**src/common/cpu_defs.svh**
```systemverilog
`ifndef CPU_DEFS_SVH
`define CPU_DEFS_SVH

// Datapath and instruction widths
`define CPU_DATA_W     16
`define CPU_INSTR_W    32

// Register bank size, r0 and r1 double as port registers
`define CPU_NUM_REGS   8

// Program store depth
`define CPU_MEM_DEPTH  32

// Opcode values for the integer ALU
`define CPU_OP_AND     4'd3
`define CPU_OP_OR      4'd4
`define CPU_OP_XOR     4'd5
`define CPU_OP_GT      4'd6  // Unsigned a > b
`define CPU_OP_LT      4'd7  // Unsigned a < b
`define CPU_OP_MOV     4'd9  // Pass a

// Opcodes 0..2 were the half-precision ops
// Those now fall through to a zero result, as do 8 and 10..15

`endif

```
**src/common/cpu_pkg.sv**
```systemverilog
`include "cpu_defs.svh"

package cpu_pkg;

  typedef logic [`CPU_DATA_W-1:0] data_t;
  typedef logic [$clog2(`CPU_NUM_REGS)-1:0] reg_idx_t;
  typedef logic [$clog2(`CPU_MEM_DEPTH)-1:0] pc_t;

  // Any other 4-bit value is an unsupported opcode
  typedef enum logic [3:0] {
    OP_AND = `CPU_OP_AND,
    OP_OR  = `CPU_OP_OR,
    OP_XOR = `CPU_OP_XOR,
    OP_GT  = `CPU_OP_GT,
    OP_LT  = `CPU_OP_LT,
    OP_MOV = `CPU_OP_MOV
  } opcode_e;

  // Instruction word, opcode in the top nibble
  typedef struct packed {
    opcode_e                   op;
    reg_idx_t                  rd;    // Destination
    reg_idx_t                  ra;    // Operand A
    reg_idx_t                  rb;    // Operand B
    logic [`CPU_INSTR_W-14:0]  rsvd;  // Ignored
  } instr_t;

  typedef struct packed {
    logic    valid;
    instr_t  instr;
  } load_req_t;

  // Instruction register contents
  typedef struct packed {
    logic    valid;
    instr_t  instr;
  } exec_t;

  typedef enum logic [1:0] {IDLE, RUN, DRAIN} seq_state_e;

endpackage

```
**src/datapath/alu.sv**
```systemverilog
`timescale 1ns/1ps

module alu (
  input  cpu_pkg::opcode_e  op,
  input  cpu_pkg::data_t    a,
  input  cpu_pkg::data_t    b,
  output cpu_pkg::data_t    result
);

  logic a_gt_b;
  logic a_lt_b;

  // Compares are unsigned
  assign a_gt_b = (a > b);
  assign a_lt_b = (a < b);

  always_comb
  begin
    case (op)
      cpu_pkg::OP_AND:
        result = a & b;
      cpu_pkg::OP_OR:
        result = a | b;
      cpu_pkg::OP_XOR:
        result = a ^ b;
      cpu_pkg::OP_GT:
        result = cpu_pkg::data_t'(a_gt_b);  // 1 or 0
      cpu_pkg::OP_LT:
        result = cpu_pkg::data_t'(a_lt_b);
      cpu_pkg::OP_MOV:
        result = a;
      default:
        result = '0;  // Former FP ops and unused codes
    endcase
  end

endmodule

```
**src/datapath/reg_bank.sv**
```systemverilog
`timescale 1ns/1ps

`include "cpu_defs.svh"

module reg_bank (
  input  logic            clk,
  input  logic            reset,
  input  cpu_pkg::exec_t  exec,
  input  cpu_pkg::data_t  alu_result,
  input  cpu_pkg::data_t  p0,
  input  cpu_pkg::data_t  p1,
  input  logic [1:0]      p_sel,
  output cpu_pkg::data_t  rd_a,
  output cpu_pkg::data_t  rd_b,
  output cpu_pkg::data_t  p0_out,
  output cpu_pkg::data_t  p1_out
);

  cpu_pkg::data_t regs [`CPU_NUM_REGS];
  cpu_pkg::data_t wr_data;
  logic           wr_r0;
  logic           wr_r1;

  assign wr_r0 = (exec.instr.rd == cpu_pkg::reg_idx_t'(0));
  assign wr_r1 = (exec.instr.rd == cpu_pkg::reg_idx_t'(1));

  // Port registers take the external word when their select bit is low
  always_comb
  begin
    wr_data = alu_result;
    if (wr_r0 && !p_sel[0])
      wr_data = p0;
    else if (wr_r1 && !p_sel[1])
      wr_data = p1;
  end

  always_ff @(posedge clk or posedge reset)
  begin
    if (reset)
    begin
      for (int i = 0; i < `CPU_NUM_REGS; i++)
        regs[i] <= '0;
    end
    else if (exec.valid)
    begin
      regs[exec.instr.rd] <= wr_data;  // Lands before the next read
    end
  end

  // Combinational reads, no forwarding needed
  assign rd_a = regs[exec.instr.ra];
  assign rd_b = regs[exec.instr.rb];

  assign p0_out = regs[0];
  assign p1_out = regs[1];

endmodule

```
**src/hdl/run_sequencer.sv**
```systemverilog
`timescale 1ns/1ps

`include "cpu_defs.svh"

module run_sequencer (
  input  logic  clk,
  input  logic  reset,
  input  logic  run,
  input  logic  last,
  output logic  fetch_en,
  output logic  busy,
  output logic  done
);

  cpu_pkg::seq_state_e state;
  cpu_pkg::seq_state_e state_nxt;

  always_comb
  begin
    state_nxt = state;
    case (state)
      cpu_pkg::IDLE:  if (run) state_nxt = cpu_pkg::RUN;
      cpu_pkg::RUN:   if (last) state_nxt = cpu_pkg::DRAIN;  // Last word fetched here
      cpu_pkg::DRAIN: state_nxt = cpu_pkg::IDLE;             // Final write-back
      default:        state_nxt = cpu_pkg::IDLE;
    endcase
  end

  always_ff @(posedge clk or posedge reset)
  begin
    if (reset)
    begin
      state <= cpu_pkg::IDLE;
      done  <= 1'b0;
    end
    else
    begin
      state <= state_nxt;
      done  <= (state == cpu_pkg::DRAIN);  // One-cycle pulse as busy drops
    end
  end

  assign fetch_en = (state == cpu_pkg::RUN);
  assign busy     = (state != cpu_pkg::IDLE);

  // Host may only start a program while the machine is idle
  a_no_run_while_busy: assert property (
    @(posedge clk) disable iff (reset)
    busy |-> !run
  );

  // Done is seen N+2 edges after run, with N from 1 up to the memory depth
  a_run_finishes: assert property (
    @(posedge clk) disable iff (reset)
    (state == cpu_pkg::IDLE && run) |-> ##[3:`CPU_MEM_DEPTH+2] done
  );

endmodule

```
**src/hdl/program_counter.sv**
```systemverilog
`timescale 1ns/1ps

`include "cpu_defs.svh"

module program_counter (
  input  logic          clk,
  input  logic          reset,
  input  logic          load_valid,
  input  logic          fetch_en,
  output cpu_pkg::pc_t  load_addr,
  output cpu_pkg::pc_t  fetch_addr,
  output logic          last
);

  // One bit wider than an address so a full store can be counted
  logic [$clog2(`CPU_MEM_DEPTH):0] load_cnt;

  always_ff @(posedge clk or posedge reset)
  begin
    if (reset)
      load_cnt <= '0;
    else if (load_valid)
      load_cnt <= load_cnt + 1'b1;
  end

  always_ff @(posedge clk or posedge reset)
  begin
    if (reset)
      fetch_addr <= '0;
    else if (!fetch_en)
      fetch_addr <= '0;  // Parked at 0 ready for the next run
    else
      fetch_addr <= fetch_addr + 1'b1;
  end

  assign load_addr = load_cnt[$clog2(`CPU_MEM_DEPTH)-1:0];

  // Empty program never matches since count-1 wraps to all ones
  assign last = ({1'b0, fetch_addr} == load_cnt - 1'b1);

  a_load_cnt_no_wrap: assert property (
    @(posedge clk) disable iff (reset)
    load_valid |-> (load_cnt < `CPU_MEM_DEPTH)
  );

endmodule

```
**src/hdl/program_mem.sv**
```systemverilog
`timescale 1ns/1ps

`include "cpu_defs.svh"

module program_mem (
  input  logic                clk,
  input  logic                reset,
  input  cpu_pkg::load_req_t  load,
  input  cpu_pkg::pc_t        load_addr,
  input  logic                fetch_en,
  input  cpu_pkg::pc_t        fetch_addr,
  input  logic                busy,
  output cpu_pkg::exec_t      exec
);

  logic [`CPU_INSTR_W-1:0] mem [`CPU_MEM_DEPTH];
  cpu_pkg::instr_t         ir;        // Instruction register
  logic                    ir_valid;

  always_ff @(posedge clk)
  begin
    if (load.valid)
      mem[load_addr] <= load.instr;
    if (fetch_en)
      ir <= cpu_pkg::instr_t'(mem[fetch_addr]);
  end

  always_ff @(posedge clk or posedge reset)
  begin
    if (reset)
      ir_valid <= 1'b0;
    else
      ir_valid <= fetch_en;  // Valid for exactly the cycle after a fetch
  end

  assign exec = '{valid: ir_valid, instr: ir};

  // Program must not change under a running fetch
  a_no_load_while_busy: assert property (
    @(posedge clk) disable iff (reset)
    busy |-> !load.valid
  );

endmodule

```
**src/hdl/cpu_top.sv**
```systemverilog
`timescale 1ns/1ps

module cpu_top (
  input  logic                clk,
  input  logic                reset,
  input  cpu_pkg::load_req_t  load,
  input  logic                run,
  input  cpu_pkg::data_t      p0,
  input  cpu_pkg::data_t      p1,
  input  logic [1:0]          p_sel,
  output logic                busy,
  output logic                done,
  output cpu_pkg::data_t      p0_out,
  output cpu_pkg::data_t      p1_out
);

  logic            fetch_en;
  logic            last;
  cpu_pkg::pc_t    load_addr;
  cpu_pkg::pc_t    fetch_addr;
  cpu_pkg::exec_t  exec;     // Instruction in execute
  cpu_pkg::data_t  rd_a;
  cpu_pkg::data_t  rd_b;
  cpu_pkg::data_t  alu_result;

  run_sequencer u_seq (
    .clk      (clk),
    .reset    (reset),
    .run      (run),
    .last     (last),
    .fetch_en (fetch_en),
    .busy     (busy),
    .done     (done)
  );

  program_counter u_pc (
    .clk        (clk),
    .reset      (reset),
    .load_valid (load.valid),
    .fetch_en   (fetch_en),
    .load_addr  (load_addr),
    .fetch_addr (fetch_addr),
    .last       (last)
  );

  program_mem u_mem (
    .clk        (clk),
    .reset      (reset),
    .load       (load),
    .load_addr  (load_addr),
    .fetch_en   (fetch_en),
    .fetch_addr (fetch_addr),
    .busy       (busy),
    .exec       (exec)
  );

  reg_bank u_regs (
    .clk        (clk),
    .reset      (reset),
    .exec       (exec),
    .alu_result (alu_result),
    .p0         (p0),
    .p1         (p1),
    .p_sel      (p_sel),
    .rd_a       (rd_a),
    .rd_b       (rd_b),
    .p0_out     (p0_out),
    .p1_out     (p1_out)
  );

  alu u_alu (
    .op     (exec.instr.op),
    .a      (rd_a),
    .b      (rd_b),
    .result (alu_result)
  );

endmodule

```
**config.mk**
```make
export PLATFORM = sky130hd
export DESIGN_NAME = cpu_top
export DESIGN_NICKNAME = d
export VERILOG_FILES = /design/src/common/cpu_pkg.sv /design/src/datapath/alu.sv /design/src/datapath/reg_bank.sv /design/src/hdl/run_sequencer.sv /design/src/hdl/program_counter.sv /design/src/hdl/program_mem.sv /design/src/hdl/cpu_top.sv
export VERILOG_INCLUDE_DIRS = /design/src /design/src/common
export SDC_FILE = /design/constraint.sdc
export NUM_CORES = 1
export LEC_CHECK = 0
export BUFFER_PORTS_ARGS = -buffer_cell sky130_fd_sc_hd__buf_2
export CAP_MARGIN = 10
export CELL_PAD_IN_SITES_DETAIL_PLACEMENT = 0
export CELL_PAD_IN_SITES_GLOBAL_PLACEMENT = 1
export CORE_UTILIZATION = 48
export CTS_CLUSTER_DIAMETER = 80
export DETAILED_ROUTE_END_ITERATION = 6
export PLACE_DENSITY_LB_ADDON = 0.08
export SYNTH_ARGS = -nofsm -noshare
export SYNTH_HDL_FRONTEND = slang
export SYNTH_SLANG_ARGS = --single-unit
```
**constraint.sdc**
```tcl
create_clock -name clk -period 3.5 [get_ports clk]
set_input_delay 0 -clock clk [delete_from_list [all_inputs] [get_ports clk]]
set_output_delay 0 -clock clk [all_outputs]
set_load 0.01 [all_outputs]
```
=== Yosys cells after proc, flatten, opt, wreduce, memory -nomap -nowiden ===
Memory sizes are Yosys's and may differ from the RTL's. A register that Yosys moved wholly into a read port is not among the register bits.
Cells that the tools add are included.

* Output and inout port bits: 34
* Input bits: 70
* Bits in latches: 0
* ROM bits: 0
* Memories kept: 1
* Memory bits (writable): 1024
* Bits in registers: 143
* Logic and storage cells: 68

* Order comparisons: 6
* Multiply operators: 0
* Divide/modulo/power cells: 0
* Shifts and indexed selects: 0
* Mux-type cells: 18
* $add $sub $neg: 3
* Eq/ne operators: 12
* Bitwise gates (word level): 6
* Reductions and logical operators: 9

{| class="wikitable"
|+ Memories
! memory !! depth !! width !! read ports !! clocked after Yosys merged registers in !! wr ports !! RTL line !! text
|-
| u_mem.mem || 32 || 32 || 1 || 1 || 1 || program_mem.sv:16 || <nowiki>logic [`CPU_INSTR_W-1:0] mem [`CPU_MEM_DEPTH];</nowiki>
|}

{| class="wikitable"
|+ Operator list
! cell !! number
|-
| $bwmux W128 || 1
|-
| $mux W16 || 7
|-
| $bmux W16 S3 || 2
|-
| $pmux W16 S6 || 1
|-
| $demux W16 S3 || 1
|-
| $and A16 B16 Y16 || 1
|-
| $eq A4 B3 Y1 const B || 4
|-
| $gt A16 B16 Y1 || 1
|-
| $lt A16 B16 Y1 || 1
|-
| $or A16 B16 Y16 || 1
|-
| $xor A16 B16 Y16 || 1
|-
| $ge A4 B4 Y1 const B || 3
|-
| $not A3 Y4 || 3
|-
| $add A6 B1 Y6 const B || 1
|-
| $eq A5 B6 Y1 || 1
|-
| $sub A6 B1 Y6 const B || 1
|-
| $add A5 B1 Y5 const B || 1
|-
| $mux W5 || 1
|-
| $eq A4 B2 Y1 const B || 1
|-
| $eq A4 B4 Y1 const B || 1
|-
| $lt A4 B1 Y1 const B || 1
|-
| $mux W2 || 2
|-
| $ne A2 B2 Y1 const B || 2
|-
| $pmux W2 S2 || 1
|-
| 10 further kinds || 14
|}

=== Longest topological paths before layout ===
* Depth after elaboration: 9
* Mapped depth: 14
* Mapped depth without buffers: 11

=== Hierarchy ===
Synthesis repeated with hierarchy kept, for this count alone.

* Cell total of the unflattened synthesis: 3020
* Area, all modules: 50208.2 µm²

{| class="wikitable"
|+ By module, submodules not included
! module !! cells an instance !! instances !! area each (µm²) !! seq. area each (µm²)
|-
| program_mem || 2263 || 1 || 40847.9 || 31735.4
|-
| reg_bank || 508 || 1 || 7272.0 || 3203.1
|-
| alu || 174 || 1 || 1313.8 || 0.0
|-
| program_counter || 64 || 1 || 645.6 || 275.3
|-
| run_sequencer || 11 || 1 || 128.9 || 75.1
|}

=== Worst setup path before layout ===
No wires, ideal clock.

* Path type: reg2reg
* Start: register, netlist name u_mem.exec[19]
* End: register u_regs.regs[0] (netlist bit)
* Cell stages (with the launch flop): 14
* Library setup time: 0.143 ns
* Data arrival time: 3.675 ns
* Path buffers: 3
* Clock period less this slack: 3.818 ns
* Setup slack: -0.318 ns
* Data required time: 3.357 ns
* Path through: edfxtp_1 -> clkbuf_1 -> buf_1 -> clkbuf_1 -> mux4_2 -> mux2i_1 -> ha_1 -> o21bai_1 -> a221oi_1 -> o31ai_1 -> a2111oi_1 -> nor4b_1 -> a311oi_2 -> o21ai_0

* Longest elaborated chain between the ends: 9
* Elaborated cells between the ends (all ways): 13
* Those cells by class: 2 x order compare; 7 x mux; 4 x bitwise

{| class="wikitable"
|+ RTL lines
! element !! RTL line !! text
|-
| $not A3 Y4 (implied by the code) (*) || reg_bank.sv:52 || <nowiki>assign rd_b = regs[exec.instr.rb];</nowiki>
|-
| $bmux W16 S3 (*) || reg_bank.sv:52 ||
|-
| $mux W16 (implied by the code) (*) (2 in a row) || reg_bank.sv:52 ||
|-
| $lt A16 B16 Y1, or another cell as far along || alu.sv:15 || <nowiki>assign a_lt_b = (a < b);</nowiki>
|-
| $pmux W16 S6 (*) || alu.sv:19 || <nowiki>case (op)</nowiki>
|-
| $mux W16 (*) || reg_bank.sv:33 || <nowiki>else if (wr_r1 && !p_sel[1])</nowiki>
|-
| $mux W16 (*) || reg_bank.sv:31 || <nowiki>if (wr_r0 && !p_sel[0])</nowiki>
|-
| $bwmux W128 (*) || reg_bank.sv:46 || <nowiki>regs[exec.instr.rd] <= wr_data;</nowiki>
|-
| end signal: indexed assignment || reg_bank.sv:46 ||
|-
| end: declaration || reg_bank.sv:19 || <nowiki>cpu_pkg::data_t regs [`CPU_NUM_REGS];</nowiki>
|}

Every way passes the cells marked *; elsewhere a longest branch is shown, timed or not. The select of a mux whose other input is x is not followed.
A chain may end at the register's enable or synchronous reset.

=== Worst setup path in the final report ===
* Start: register, netlist name u_mem.exec[23]
* End: register u_regs.regs, in the netlist u_regs.p0_out[0]

* Longest elaborated chain between the ends: 9
* Elaborated cells between the ends (all ways): 13
* Those cells by class: 2 x order compare; 7 x mux; 4 x bitwise

{| class="wikitable"
|+ RTL lines
! element !! RTL line !! text
|-
| $not A3 Y4 (implied by the code) (*) || reg_bank.sv:51 || <nowiki>assign rd_a = regs[exec.instr.ra];</nowiki>
|-
| $bmux W16 S3 (*) || reg_bank.sv:51 ||
|-
| $mux W16 (implied by the code) (*) (2 in a row) || reg_bank.sv:51 ||
|-
| $lt A16 B16 Y1, or another cell as far along || alu.sv:15 ||
|-
| $pmux W16 S6 (*) || alu.sv:19 ||
|-
| $mux W16 (*) || reg_bank.sv:33 ||
|-
| $mux W16 (*) || reg_bank.sv:31 ||
|-
| $bwmux W128 (*) || reg_bank.sv:46 ||
|}

Marks and branches as above.

==> metrics.md <==
| Metric | Value |
|---|---|
| Hold depth | `5` |
| Total power | `28.0 mW` |
| Total GRT Usage | `24.9%` |
| Mapped Nets | `1815` |
| Vias in the first global route | `15400` |
| Vias | `15300` |
| CP required | `4010 ps` |
| CTS tree | `yes` |
| First-pass GRT wire length | `99.5 mm` |
| Part of the power in combinational logic | `43.3%` |
| Worst-path clk slew | `60 ps` |
| Most frequent cells in the layout | `edfxtp_1 (429), dfrtp_1 (139), mux4_2 (126), buf_4 (126), nand2_1 (120)` |
| Antenna Cells | `0` |
| Pwr Density | `924 nW/um^2` |
| H-tree depth | `2` |
| Worst Hold End | `u_regs.p1_out[0]$_DFFE_PP0P_` |
| Final setup fails | `0` |
| Commonest non-fill, non-tap cell in the layout | `edfxtp_1` |
| Netlist Area Pre-Place | `25800 um^2` |
| Die Y | `234 um` |
| Remaining DRCs | `11` |
| Worst reg-to-reg path cell count | `15` |
| Max-cap violation count | `0` |
| Slew HR | `34.4%` |
| Max Slew Vio Count | `0` |
| Share of total power in the clock network | `22.4%` |
| Hold Fails Final Rpt | `0` |
| Synth unique cells | `60` |
| Slew @ Worst Pin | `984 ps` |
| CTS sink count | `572` |
| Reg-to-Reg End | `u_regs.p0_out[0]$_DFFE_PP0P_` |
| Sequential share of power | `34.4%` |
| Post-Synthesis Cells | `1691` |
| Crit end category | `flip-flop` |
| EDFF count, synth | `429` |
| Worst reg-to-reg setup slack | `70 ps` |
| CP max FO | `8` |
| Initial core utilization | `48.8%` |
| Sw frac | `36.0%` |
| Port Buffers | `84` |
| Pin count of the biggest net entering global routing | `144` |
| DRT iter0 DRCs | `1252` |
| Synth Warn # | `0` |
| Final core utilization | `57.3%` |
| Row count | `84` |
| Hold_sp | `p_sel[1]` |
| Critical path launch point | `u_mem.exec[23]$_DFFE_PP_` |
| Crit share post-route | `98.1%` |
| Largest cells by area after synthesis | `edfxtp_1 (50%), dfrtp_1 (14%), mux4_2 (11%), mux2i_1 (3.1%), ha_1 (2.6%)` |
| Synth top area share | `49.9%` |
| Layout cells sized above 1 | `27.7%` |
| Post-Place Cells | `2443` |
| Die Width | `234 um` |
| Detailed Routing Iterations Pass 1 | `7` |
| Failing checks | `DRC` |
| Initial antenna violation count | `0` |
| Number of nets with antenna violations after routing | `0` |
| Vias/cell | `5.82` |
| Global placement routability congestion | `0.839` |
| P_int | `17.9 mW` |
| Area Overhead vs Synth | `17.3%` |
| Global route total overflow | `0` |
| Placeable Area | `52900 um^2` |
| CTS root buf | `clkbuf_16` |
| Clock latency at the later pin of the worst-skew pair | `640 ps` |
| Nets | `2013` |
| Max VDD drop | `0.612 mV` |
| Hold WC Path Type | `input port to flip-flop` |
| Lkg Pwr | `11.0 nW` |
| CP Data Arrival Time | `3940 ps` |
| Ys async rst share | `25.0%` |
| Final min period | `3430 ps` |
| TritonCTS Buffers | `60` |
| Number of synthesized register bits | `572` |
| Most used DFF post-synth | `edfxtp_1` |
| Drt total wl | `66.8 mm` |
| Maximum clock insertion buffer count | `3` |
| Avg Cell Area, Syn | `15.3 um^2` |
| HPWL Detailed | `41.6 mm` |
| FF-to-FF Start | `u_mem.exec[23]$_DFFE_PP_` |
| # IOs | `104` |
| Sequential area share after synthesis | `63.8%` |
| Sw power | `10.1 mW` |
| Die area | `54700 um^2` |
| Leading area contributor after synthesis | `edfxtp_1` |
| Kind of critical path | `flip-flop to flip-flop` |
| Non-Filler Instances | `2625` |
| Startpoint Class | `flip-flop` |
| Clock Skew | `26.7 ps` |
| RSZ-0062 raised after global routing | `yes` |
| DR WL/cell | `25.5 um` |
| Fmax | `0.291 GHz` |
| Status | `finished with violations` |
## state kept, by name, summed over array words and instances (netlist names)
signal,flops
u_mem.mem,416
u_regs.regs,96
u_regs.p0_out,16
u_regs.p1_out,16
u_mem.exec,13
u_pc.load_cnt,6
u_pc.fetch_addr,5
u_seq.state,2
u_mem.ir_valid,1
u_seq.done,1
## power groups by stage
stage | registers, mW | logic [mW] | clock network, mW
after CTS | 9.61 | 11.5 | 6.39
after global routing | 9.76 | 13.2 | 6.64
after floorplan | 9.11 | 7.97 | 0
after detailed placement | 9.73 | 11.3 | 0
final | 9.62 | 12.1 | 6.25
after global placement | 9.70 | 11.1 | 0
## worst max-delay path, cell delays in order, from the launching register on
cell       delay, ps
edfxtp_1         370
buf_12           170
buf_12           140
mux4_2           480
mux2_2           290
inv_1             60
ha_1             260
nor4_2           230
buf_4            170
nand2_2           90
o31ai_4          230
a2111oi_4         80
nor4b_2          290
a311oi_2          50
buf_4            190
o311ai_2         220
## layout make-up
| type | count | area, um^2 |
|---|---|---|
| clock buffer | 81 | 1630 |
| clock inverter | 29 | 310 |
| fill | 4179 | 22600 |
| inverter | 43 | 165 |
| multi-input combinational | 932 | 8590 |
| sequential | 572 | 16500 |
| tap | 688 | 861 |
| timing repair buffer | 280 | 2250 |
## cell families (layout without fill, tap and decap cells)
family | count (synthesis) | in the layout | share of synthesized area [%]
and+or+nand+nor | 294 | 294 | 5.10
adders and majority gates | 54 | 54 | 2.62
muxes | 252 | 252 | 16.3
DFF | 572 | 572 | 63.8
buffers and inverters | 187 | 433 | 3.70
AOI/OAI and AO/OA | 320 | 320 | 8.12
xor gates and xnor gates | 12 | 12 | 0.407
## how the worst max path moves through the flow
stage                                         endpoint  slack, ps  cells past startpoint
after detailed placement  u_regs.p0_out[0]$_DFFE_PP0P_        -30                     14
after floorplan             u_regs.regs[0]$_DFFE_PP0P_         10                     12
after CTS                 u_regs.p0_out[0]$_DFFE_PP0P_          8                     14
final                     u_regs.p0_out[0]$_DFFE_PP0P_         70                     15
after global routing      u_regs.p0_out[0]$_DFFE_PP0P_       -130                     15
after global placement    u_regs.p0_out[0]$_DFFE_PP0P_        -70                     13
## Yosys cell counts (3+ instances only)
cell           count
a211oi_2           5
mux2_2            40
o22ai_1           16
mux2i_1           81
buf_4             39
inv_1             43
o21ai_0           67
a211oi_4          10
nor3_1            16
ha_1              54
nand4b_1           3
nand2b_1           7
buf_2             22
nor2b_1           21
edfxtp_1         429
o21ai_1           60
nand4_1            3
nand3_1            7
a21oi_1           81
o221ai_1          52
mux4_1             3
xor2_1             8
clkbuf_1          59
xnor2_1            4
a22oi_1           16
buf_6              4
dfrtp_1          143
nor3b_1            4
nor2_1            97
dlygate4sd3_1      3
or3_1              3
mux4_2           126
nand2_1          122
buf_1             12
## per-stage QoR
stage / setup TNS [ps] / hold WS [ps] / instance area (um^2) / setup WS, ps
floorplan: 0 / 98.9 / 25800 / 9.52
global placement: -294 / 250 / 27500 / -69.4
detailed placement: -59.7 / 255 / 27500 / -26.7
CTS: 0 / 21.2 / 30000 / 7.62
global route: -545 / 82.3 / 30300 / -133
finish: 0 / 33.7 / 30300 / 67.2
## layer usage
metal | wire length (um) | up-vias | track usage (%)
li1 | - | 6899 | -
met1 | 29200 | 7842 | 34.5
met2 | 32900 | 414 | 41.3
met3 | 2840 | 116 | 2.95
met4 | 1860 | 0 | 7.87
met5 | 0 | - | 0
## timing repair
item / CTS / global route
setup buffers: 0 / 21
gates cloned: 0 / 1
hold endpoints to repair: 688 / 0
endpoints found under the setup margin: 8 / 13
hold buffers: 50 / 0
gates resized for setup: 3 / 22
pin swaps: 0 / 7
Note: power is estimated with default switching activity, not from simulation.
